**config.mk**
```make
export PLATFORM = sky130hd
export DESIGN_NAME = mem_subsystem
export DESIGN_NICKNAME = d
export VERILOG_FILES = /design/src/bus_pkg.sv /design/src/mem_pkg.sv /design/src/cache_arbiter.sv /design/src/line_buffer.sv /design/src/bus_controller.sv /design/src/mem_subsystem.sv
export VERILOG_INCLUDE_DIRS = /design/src
export SDC_FILE = /design/constraint.sdc
export NUM_CORES = 2
export LEC_CHECK = 0
export ABC_AREA = 1
export BUFFER_PORTS_ARGS = -buffer_cell sky130_fd_sc_hd__clkbuf_2
export CELL_PAD_IN_SITES_DETAIL_PLACEMENT = 1
export CELL_PAD_IN_SITES_GLOBAL_PLACEMENT = 1
export CORE_AREA = 2 2 722 724
export CTS_CLUSTER_DIAMETER = 60
export DETAILED_ROUTE_END_ITERATION = 10
export DIE_AREA = 0 0 724 726
export GPL_ROUTABILITY_DRIVEN = 1
export PLACE_DENSITY = 0.51
export SLEW_MARGIN = 20
export SYNTH_ARGS = -nofsm -noshare
export SYNTH_HDL_FRONTEND = slang
export SYNTH_HIERARCHICAL = 1
export SYNTH_SLANG_ARGS = --single-unit
```
**constraint.sdc**
```tcl
create_clock -name clk -period 28.9 [get_ports clk]
set_input_delay 1.445 -clock clk [delete_from_list [all_inputs] [get_ports clk]]
set_output_delay 1.445 -clock clk [all_outputs]
set_load 0.03 [all_outputs]
```
**src/mem_settings.svh**
```systemverilog
`ifndef MEM_SETTINGS_SVH
`define MEM_SETTINGS_SVH

// address width of a cache request
`define ADDR_BITS 64

// one system bus word
`define BEAT_BITS 64

// one cache block
`define BLOCK_BITS 512

// bus beats per block
`define BEATS 8

// bus tag, write flag on top of the transaction number
`define TAG_BITS 13

`endif

```
**src/bus_pkg.sv**
```systemverilog
`include "mem_settings.svh"

package bus_pkg;

  // one word on the system bus, address or data
  typedef logic [`BEAT_BITS-1:0] beat_t;

  // tag sent with the address beat and echoed on every response beat
  typedef struct packed {
    logic                 write;
    logic [`TAG_BITS-2:0] txn_id;
  } bus_tag_t;

endpackage

```
**src/mem_pkg.sv**
```systemverilog
`include "mem_settings.svh"

package mem_pkg;

  // beat 0 sits in the least significant word
  typedef logic [`BLOCK_BITS-1:0] block_t;

  // block request as issued by a cache
  typedef struct packed {
    logic [`ADDR_BITS-1:0] address;
    logic                  write;
    block_t                wdata;
  } cache_req_t;

  typedef enum logic {
    icache,
    dcache
  } requester_t;

endpackage

```
**src/cache_arbiter.sv**
```systemverilog
`timescale 1ns/1ps
`include "mem_settings.svh"

module cache_arbiter (
  input  logic                  clk,
  input  logic                  reset,
  input  logic                  icache_req,
  input  logic [`ADDR_BITS-1:0] icache_address,
  input  logic                  dcache_req,
  input  mem_pkg::cache_req_t   dcache_cmd,
  output logic                  icache_operation_complete,
  output logic                  dcache_operation_complete,
  output mem_pkg::block_t       icache_data,
  output mem_pkg::block_t       dcache_data,
  output logic                  mem_start,
  output mem_pkg::cache_req_t   mem_cmd,
  input  logic                  mem_done,
  input  mem_pkg::block_t       mem_block
);

  typedef enum logic [1:0] {
    arb_idle,
    arb_busy,
    arb_complete
  } arb_state_t;

  arb_state_t          state;
  mem_pkg::requester_t last_served;
  mem_pkg::requester_t grant;
  logic                pending;

  // on a tie the cache that was not served last goes first
  always_comb begin
    pending = icache_req | dcache_req;
    if (icache_req && dcache_req) begin
      grant = (last_served == mem_pkg::icache) ? mem_pkg::dcache : mem_pkg::icache;
    end else if (dcache_req) begin
      grant = mem_pkg::dcache;
    end else begin
      grant = mem_pkg::icache;
    end
  end

  always_ff @(posedge clk) begin
    if (reset) begin
      state                     <= arb_idle;
      // so the dcache takes the first tie
      last_served               <= mem_pkg::icache;
      mem_start                 <= 1'b0;
      icache_operation_complete <= 1'b0;
      dcache_operation_complete <= 1'b0;
    end else begin
      mem_start                 <= 1'b0;
      icache_operation_complete <= 1'b0;
      dcache_operation_complete <= 1'b0;
      case (state)
        arb_idle: begin
          if (pending) begin
            state       <= arb_busy;
            last_served <= grant;
            mem_start   <= 1'b1;
          end
        end
        arb_busy: begin
          if (mem_done) begin
            state                     <= arb_complete;
            icache_operation_complete <= (last_served == mem_pkg::icache);
            dcache_operation_complete <= (last_served == mem_pkg::dcache);
          end
        end
        // the owner still holds its request during the pulse, skip one cycle
        default: begin
          state <= arb_idle;
        end
      endcase
    end
  end

  // command is held until done, block goes to the owner only
  always_ff @(posedge clk) begin
    if (state == arb_idle && pending) begin
      if (grant == mem_pkg::dcache) begin
        mem_cmd <= dcache_cmd;
      end else begin
        mem_cmd <= '{address: icache_address, write: 1'b0, wdata: '0};
      end
    end
    if (state == arb_busy && mem_done) begin
      if (last_served == mem_pkg::icache) begin
        icache_data <= mem_block;
      end else begin
        dcache_data <= mem_block;
      end
    end
  end

endmodule

```
**src/line_buffer.sv**
```systemverilog
`timescale 1ns/1ps
`include "mem_settings.svh"

module line_buffer (
  input  logic            clk,
  input  logic            reset,
  input  logic            load,
  input  mem_pkg::block_t load_block,
  input  logic            shift_out,
  input  logic            shift_in,
  input  bus_pkg::beat_t  in_beat,
  output bus_pkg::beat_t  out_beat,
  output mem_pkg::block_t block
);

  mem_pkg::block_t data;

  always_ff @(posedge clk) begin
    if (reset) begin
      data <= '0;
    end else if (load) begin
      data <= load_block;
    end else if (shift_out) begin
      // next write beat drops into the low word
      data <= {{`BEAT_BITS{1'b0}}, data[`BLOCK_BITS-1:`BEAT_BITS]};
    end else if (shift_in) begin
      // beat enters at the top, beat 0 reaches the bottom after the last one
      data <= {in_beat, data[`BLOCK_BITS-1:`BEAT_BITS]};
    end
  end

  assign out_beat = data[`BEAT_BITS-1:0];
  assign block    = data;

endmodule

```
**src/bus_controller.sv**
```systemverilog
`timescale 1ns/1ps
`include "mem_settings.svh"

module bus_controller (
  input  logic                clk,
  input  logic                reset,
  input  logic                start,
  input  mem_pkg::cache_req_t cmd,
  output logic                done,
  output logic                buf_load,
  output mem_pkg::block_t     buf_load_block,
  output logic                buf_shift_out,
  output logic                buf_shift_in,
  output bus_pkg::beat_t      buf_in_beat,
  input  bus_pkg::beat_t      buf_out_beat,
  output logic                bus_reqcyc,
  output bus_pkg::beat_t      bus_req,
  output bus_pkg::bus_tag_t   bus_reqtag,
  input  logic                bus_reqack,
  input  logic                bus_respcyc,
  input  bus_pkg::beat_t      bus_resp,
  input  bus_pkg::bus_tag_t   bus_resptag,
  output logic                bus_respack
);

  localparam int cnt_bits = $clog2(`BEATS);
  localparam logic [cnt_bits-1:0] last_beat = cnt_bits'(`BEATS - 1);

  typedef enum logic [2:0] {
    ctl_idle,
    ctl_addr,
    ctl_wbeat,
    ctl_rbeat,
    ctl_finish
  } ctl_state_t;

  ctl_state_t           state;
  logic [cnt_bits-1:0]  beat_cnt;
  logic [`TAG_BITS-2:0] txn_count;

  assign done = (state == ctl_finish);

  // whole write block goes into the buffer with the start pulse
  assign buf_load       = (state == ctl_idle) && start && cmd.write;
  assign buf_load_block = cmd.wdata;

  // every acked beat of a write pulls the next data beat down
  assign buf_shift_out = bus_reqcyc && bus_reqack && bus_reqtag.write;

  // only beats tagged for the current read are taken
  assign bus_respack  = (state == ctl_rbeat) && bus_respcyc && (bus_resptag == bus_reqtag);
  assign buf_shift_in = bus_respack;
  assign buf_in_beat  = bus_resp;

  always_ff @(posedge clk) begin
    if (reset) begin
      state      <= ctl_idle;
      bus_reqcyc <= 1'b0;
      beat_cnt   <= '0;
      txn_count  <= '0;
    end else begin
      case (state)
        ctl_idle: begin
          if (start) begin
            state      <= ctl_addr;
            bus_reqcyc <= 1'b1;
          end
        end
        ctl_addr: begin
          if (bus_reqack) begin
            beat_cnt <= '0;
            if (bus_reqtag.write) begin
              state <= ctl_wbeat;
            end else begin
              state      <= ctl_rbeat;
              bus_reqcyc <= 1'b0;
            end
          end
        end
        ctl_wbeat: begin
          if (bus_reqack) begin
            if (beat_cnt == last_beat) begin
              state      <= ctl_finish;
              bus_reqcyc <= 1'b0;
            end else begin
              beat_cnt <= beat_cnt + 1'b1;
            end
          end
        end
        ctl_rbeat: begin
          // gaps between response beats just hold the count
          if (bus_respack) begin
            if (beat_cnt == last_beat) begin
              state <= ctl_finish;
            end else begin
              beat_cnt <= beat_cnt + 1'b1;
            end
          end
        end
        ctl_finish: begin
          state     <= ctl_idle;
          txn_count <= txn_count + 1'b1;
        end
        default: begin
          state <= ctl_idle;
        end
      endcase
    end
  end

  // address beat first, then each write beat once the previous one is acked
  always_ff @(posedge clk) begin
    if (state == ctl_idle && start) begin
      bus_req    <= cmd.address;
      bus_reqtag <= '{write: cmd.write, txn_id: txn_count};
    end else if (buf_shift_out) begin
      bus_req <= buf_out_beat;
    end
  end

endmodule

```
**src/mem_subsystem.sv**
```systemverilog
`timescale 1ns/1ps
`include "mem_settings.svh"

module mem_subsystem (
  input  logic                  clk,
  input  logic                  reset,
  input  logic                  icache_req,
  input  logic [`ADDR_BITS-1:0] icache_address,
  input  logic                  dcache_req,
  input  mem_pkg::cache_req_t   dcache_cmd,
  output logic                  icache_operation_complete,
  output logic                  dcache_operation_complete,
  output mem_pkg::block_t       icache_data,
  output mem_pkg::block_t       dcache_data,
  output logic                  bus_reqcyc,
  output bus_pkg::beat_t        bus_req,
  output bus_pkg::bus_tag_t     bus_reqtag,
  input  logic                  bus_reqack,
  input  logic                  bus_respcyc,
  input  bus_pkg::beat_t        bus_resp,
  input  bus_pkg::bus_tag_t     bus_resptag,
  output logic                  bus_respack
);

  // arbiter to controller
  logic                mem_start;
  logic                mem_done;
  mem_pkg::cache_req_t mem_cmd;

  // controller to block buffer
  logic                buf_load;
  mem_pkg::block_t     buf_load_block;
  logic                buf_shift_out;
  logic                buf_shift_in;
  bus_pkg::beat_t      buf_in_beat;
  bus_pkg::beat_t      buf_out_beat;
  mem_pkg::block_t     buf_block;

  cache_arbiter u_arbiter (
    .clk                       (clk),
    .reset                     (reset),
    .icache_req                (icache_req),
    .icache_address            (icache_address),
    .dcache_req                (dcache_req),
    .dcache_cmd                (dcache_cmd),
    .icache_operation_complete (icache_operation_complete),
    .dcache_operation_complete (dcache_operation_complete),
    .icache_data               (icache_data),
    .dcache_data               (dcache_data),
    .mem_start                 (mem_start),
    .mem_cmd                   (mem_cmd),
    .mem_done                  (mem_done),
    .mem_block                 (buf_block)
  );

  line_buffer u_line_buffer (
    .clk        (clk),
    .reset      (reset),
    .load       (buf_load),
    .load_block (buf_load_block),
    .shift_out  (buf_shift_out),
    .shift_in   (buf_shift_in),
    .in_beat    (buf_in_beat),
    .out_beat   (buf_out_beat),
    .block      (buf_block)
  );

  bus_controller u_bus_controller (
    .clk            (clk),
    .reset          (reset),
    .start          (mem_start),
    .cmd            (mem_cmd),
    .done           (mem_done),
    .buf_load       (buf_load),
    .buf_load_block (buf_load_block),
    .buf_shift_out  (buf_shift_out),
    .buf_shift_in   (buf_shift_in),
    .buf_in_beat    (buf_in_beat),
    .buf_out_beat   (buf_out_beat),
    .bus_reqcyc     (bus_reqcyc),
    .bus_req        (bus_req),
    .bus_reqtag     (bus_reqtag),
    .bus_reqack     (bus_reqack),
    .bus_respcyc    (bus_respcyc),
    .bus_resp       (bus_resp),
    .bus_resptag    (bus_resptag),
    .bus_respack    (bus_respack)
  );

endmodule

```
# Yosys cells after proc, flatten, opt, wreduce, memory -nomap -nowiden
# Cells that the tools add are included.
op_classes:
  addsub: 2
  eq_ne: 15
  n_mux: 31
  bitwise: 5
  n_reduce_logical: 24
ops:
  columns: ["op", "count"]
  rows:
  - ["$mux 512", 3]
  - ["$mux 577", 1]
  - ["$mux 64", 2]
  - ["$mux 3", 9]
  - ["$eq 13x13->1", 1]
  - ["$add 12x1->12 const B", 1]
  - ["$pmux 3 s4", 1]
  - ["$mux 1", 10]
  - ["$ne 2x2->1 const B", 5]
  - ["$logic_and 1x1->1", 9]
  - ["$pmux 3 s3", 1]
  - ["$reduce_bool 3->1", 3]
  - ["$reduce_and 2->1", 4]
  - ["$reduce_and 4->1", 2]
  - ["$eq 3x2->1 const B", 2]
  - ["$eq 3x3->1 const B", 2]
  - ["$ne 2x1->1 const B", 3]
  - ["$reduce_and 6->1", 1]
  - ["$mux 2", 2]
  - ["$not 1->1", 4]
  - ["$pmux 2 s2", 1]
  - ["$add 3x1->3 const B", 1]
  - ["$eq 3x1->1 const B", 1]
  - ["$logic_not 3->1", 1]
  - ["7 further kinds", 7]
totals:
  regBits: 2215
  in_bits: 724
  output_inout_bits: 1105
  elab_cells: 95

# Longest topological paths before layout
logic_depth:
  depth_word: 6
  depth_mapped: 13

# Modules after synthesis
# The synthesis kept the hierarchy.
by_module_without_submodules:
  columns: ["module", "instances", "cells_per_inst", "area_per_inst_um2", "seq_area_each_um2"]
  rows:
  - ["cache_arbiter", 1, 2927, 53666.5, 48196.2]
  - ["line_buffer", 1, 5016, 28593.7, 10249.8]
  - ["bus_controller", 1, 1088, 8828.5, 2692.6]

# Worst setup path after synthesis
# No wires, ideal clock.
synth_timing:
  kind: "register -> register"
  start: "register u_bus_controller.state[0]"
  end: "register u_arbiter.dcache_data[0], enable pin"
  setup_ns: 1.400
  t_arrival_ns: 22.017
  t_required_ns: 27.500
  path_slack_ns: 5.483
  stages_incl_launch_ff: 6
  n_path_buf: 0
  cell_sequence: "dfxtp_1 > nor2_2 > nand2_2 > inv_2 > nand2_1 > nor2_1"
synth_between:
  elab_chain_cells: 3
synth_lines:
  columns: ["element", "line", "source"]
  rows:
  - ["start: declaration", "bus_controller.sv:37", "ctl_state_t state;"]
  - ["start signal: assignment", "bus_controller.sv:57", "state <= ctl_idle;"]
  - ["start signal: assignment", "bus_controller.sv:65", "state <= ctl_addr;"]
  - ["start signal: assignment", "bus_controller.sv:73", "state <= ctl_wbeat;"]
  - ["$eq 3x3->1", "bus_controller.sv:41", "assign done = (state == ctl_finish);"]
  - ["via mem_done", "mem_subsystem.sv:27", "logic mem_done;"]
  - ["$logic_and 1x1->1", "cache_arbiter.sv:88", "if (state == arb_busy && mem_done) begin"]
  - ["$reduce_and 2->1 (no line)", null, null]
  - ["end signal: assignment", "cache_arbiter.sv:92", "dcache_data <= mem_block;"]
  - ["end: declaration", "cache_arbiter.sv:14", "output mem_pkg::block_t dcache_data,"]
# The timed path passes the listed nets, and every way through them passes these cells.
# A chain may end at the register's enable or synchronous reset.

# Worst setup path after layout
layout_timing:
  start: "input port dcache_req"
  end: "register, netlist name u_arbiter/mem_cmd[429]"
layout_between:
  elab_chain_cells: 2
layout_lines:
  columns: ["element", "line", "source"]
  rows:
  - ["start: declaration", "mem_subsystem.sv:9", "input logic dcache_req,"]
  - ["$or 1x1->1", "cache_arbiter.sv:34", "pending = icache_req | dcache_req;"]
  - ["$logic_and 1x1->1", "cache_arbiter.sv:81", "if (state == arb_idle && pending) begin"]
# No other way between the ends.

==> results.cfg <==
[floorplan]
die_w_um = 724
die_h_um = 726
ios = 1829
rows = 265
dieArea_um2 = 525600
core_um2 = 518600
initial_utilization_pct = 17.57

[critical_path]
critical-path-slowest-cell = buf_4
max_stage_delay_ns = 0.83
crit_chain = buf_4, inv_1, nand2_1, nand2_1, inv_8, buf_4, buf_4, buf_4, buf_4, buf_4
timing.rr.end = u_line_buffer/block[454]
cp_max_fo = 64
cp_common_cell = buf_4
required_ns = 29.40
r2r_cells = 14
timing.rr.start = u_bus_controller/state[1]
crit_path_end_kind = register
arrival_ns = 6.36
crit_type = input port to register
startpoint_type = input port
reg2reg_setup_slack_ns = 23.08

[synthesis]
synth_nets = 9758
syn_area_per_cell_um2 = 10.09
synthFlopType = edfxtp_1
ys_warn_count = 6
synth-async-reset-ratio_pct = 0
synthCells = 9031
synth_seq_cells = 2215
synthDistinctLibCells = 40
syn_area_um2 = 91090
yosysSeqAreaShare_pct = 67.12
synth_edf_count = 1678

[hold_path]
min_path_cells = 0
hp-class = register to register
min_to = u_bus_controller/bus_reqtag[12]
hold_start = u_arbiter/mem_cmd[512]

[clocking]
hold_buffers = 0
cts_resized = 0
tritoncts = yes
cts-root-buf = clkbuf_16
cts_sinks = 2215
numCtsBuffers = 315
clkSlewWorstSetupHoldPaths_ns = 0.06
cts.path.max_buffers = 4
htree_levels = 5
clk_latency_ns = 0.95
postCtsSetupRepairBufs = 0

[place]
io_buffers = 1828
numPlacedInstances = 16820
pre_cts_ws_ns = 21.99
dp_hpwl_um = 323300
place_congestion = 0.8055

[pwr]
p_comb_share_pct = 11.0
ir_drop_mv = 0.05136
powerDensity_nw_per_um2 = 79.90
swShare_pct = 29.78
p_int_w = 0.006356
leakagePower_nw = 50.22
seqPwrFrac_pct = 45.4
switchingPower_w = 0.002696
clkPwrFrac_pct = 43.6

[detailed_routing]
route.detailed.drc = 0
post_drt_wl_per_cell_um = 24.90
routed_via_density = 3.692
route.vias.total = 64390
drt_wl_total_um = 434200
antenna_left = 0
drtPass1Iterations = 7
drt_iter0_markers = 3899

[global_route]
grtUsageTotal_pct = 15.84
grt_max_degree = 124
grt_pass1_wl_um = 574000
antenna_found_initial = 162
grt-ovfl-total = 0
grt_pass1_vias = 64840

[timing]
max_freq_ghz = 0.1706
period_share_pct = 20.29
rsz0062_at_grt = false
drv_slew = 0
period_minus_slack_ns = 5.863
tightestPinTransition_ns = 1.080
hold_viol = 0
tns_ns = 0
slew_headroom_pct = 28.01
clock-skew-final_ns = 0.08018
finalSetupViolations = 0
worst_slack_ns = 23.04

[layout]
syn2layout_area_growth_pct = 24.37
fin_cells = 17440
final_core_util_pct = 21.85
nets = 10920
final_layout_size_suffix_gt1_share_pct = 23.43

[outcome]
status = finished, final reports clean

[run]
drv_cap = 0
stage by stage:
| stage | power (W) | hold slack [ns] | cell area, µm² |
|---|---|---|---|
| after global placement | 0.005204 | 0.4375 | 102600 |
| after detailed placement | 0.005221 | 0.4510 | 102600 |
| after global routing | 0.009449 | 0.4797 | 113200 |
| final | 0.009052 | 0.4579 | 113300 |
| after CTS | 0.009228 | 0.4614 | 113200 |
| after floorplan | 0.004741 | 0.4264 | 91090 |
Yosys cell counts (3+ instances only):
cell type / instances / share of area, %
buf_6: 47 / 0.58
inv_2: 6 / 0.025
buf_2: 245 / 1.3
buf_4: 662 / 5.5
a21oi_1: 14 / 0.077
nand4_1: 3 / 0.021
nand3_1: 590 / 3.2
nor3_2: 3 / 0.033
nor2_4: 3 / 0.037
buf_1: 23 / 0.095
nor3_1: 6 / 0.033
nand2_2: 9 / 0.062
dfxtp_1: 537 / 12
inv_1: 1132 / 4.7
nor2_1: 1506 / 6.2
ha_1: 3 / 0.041
nand2_1: 2376 / 9.8
edfxtp_1: 1678 / 55
a21boi_0: 64 / 0.53
o21ai_0: 6 / 0.033
clkbuf_1: 95 / 0.39
registers in the layout (all words and copies together) (netlist names):
register                             cells
u_arbiter/dcache_data                  512
u_arbiter/dcache_operation_complete      1
u_arbiter/icache_data                  512
u_arbiter/icache_operation_complete      1
u_arbiter/last_served                    1
u_arbiter/mem_cmd                      577
u_arbiter/mem_start                      1
u_arbiter/state                          2
u_bus_controller/beat_cnt                3
u_bus_controller/bus_req                64
u_bus_controller/bus_reqcyc              1
u_bus_controller/bus_reqtag             13
u_bus_controller/state                   3
u_bus_controller/txn_count              12
u_line_buffer/block                    512
worst max-delay path: cells and delay by family:
kind / cells / cell delay [ns]
buf+inv: 8 / 4.25
simple gates: 2 / 0.29
metal layers:
metal,up-vias,GRT usage [%],share of wire (%)
li1,30130,-,-
met1,31590,17.86,38
met2,1934,28.91,51
met3,637,3.905,6.3
met4,94,5.230,3.7
met5,-,0,0.13
final cells by class:
type                       count  area, µm²
antenna                       42      105.1
clock buffer                 391       8391
clock inverter               185       2172
fill                       60350     405300
inverter                    1139       4315
multi-input combinational   4605      18570
sequential                  2215      61140
tap                         6942       8686
timing repair buffer        1921       9912
cells in the final DEF (no fill, tap or decap), drive strengths merged, types with 2 or more instances in the layout:
| master | count |
|---|---|
| nor2 | 1511 |
| clkbuf | 2218 |
| ha | 3 |
| nand3 | 592 |
| diode | 42 |
| a21oi | 17 |
| nand2 | 2386 |
| bufinv | 25 |
| a21boi | 64 |
| edfxtp | 1678 |
| buf | 94 |
| nor4 | 2 |
| o21ai | 9 |
| xor2 | 2 |
| clkinvlp | 18 |
| inv | 1168 |
| dfxtp | 537 |
| clkinv | 113 |
| nand4 | 3 |
| nor3 | 9 |
power groups by stage:
stage               combinational, W  sequential [W]  clock, W
finish                      0.000996         0.00411   0.00395
global route                 0.00113         0.00414   0.00418
CTS                          0.00102         0.00414   0.00407
detailed placement           0.00101         0.00421         0
global placement            0.000999         0.00420         0
floorplan                   0.000722         0.00402         0
worst max path at each step:
stage / from / to / slack [ns] / cells after the start
after global routing: u_bus_controller/state[1] / u_line_buffer/block[285] / 22.59 / 14
after detailed placement: dcache_req / u_arbiter/mem_cmd[476] / 21.99 / 10
final: dcache_req / u_arbiter/mem_cmd[429] / 23.04 / 10
after CTS: u_bus_controller/state[1] / u_line_buffer/block[265] / 22.89 / 14
after global placement: dcache_req / u_arbiter/mem_cmd[476] / 22.03 / 10
after floorplan: u_bus_controller/state[0] / u_arbiter/dcache_data[0] / 5.48 / 5
logic make-up after synthesis:
family	Yosys count	share of synthesized area (%)
AOI/OAI and AO/OA	92	0.7225
and+or+nand+nor	4507	19.52
buffers and inverters	2211	12.56
xor gates and xnor gates	3	0.02885
adders and majority gates	3	0.04121
DFF	2215	67.12
(Power assumes the default switching activity.)
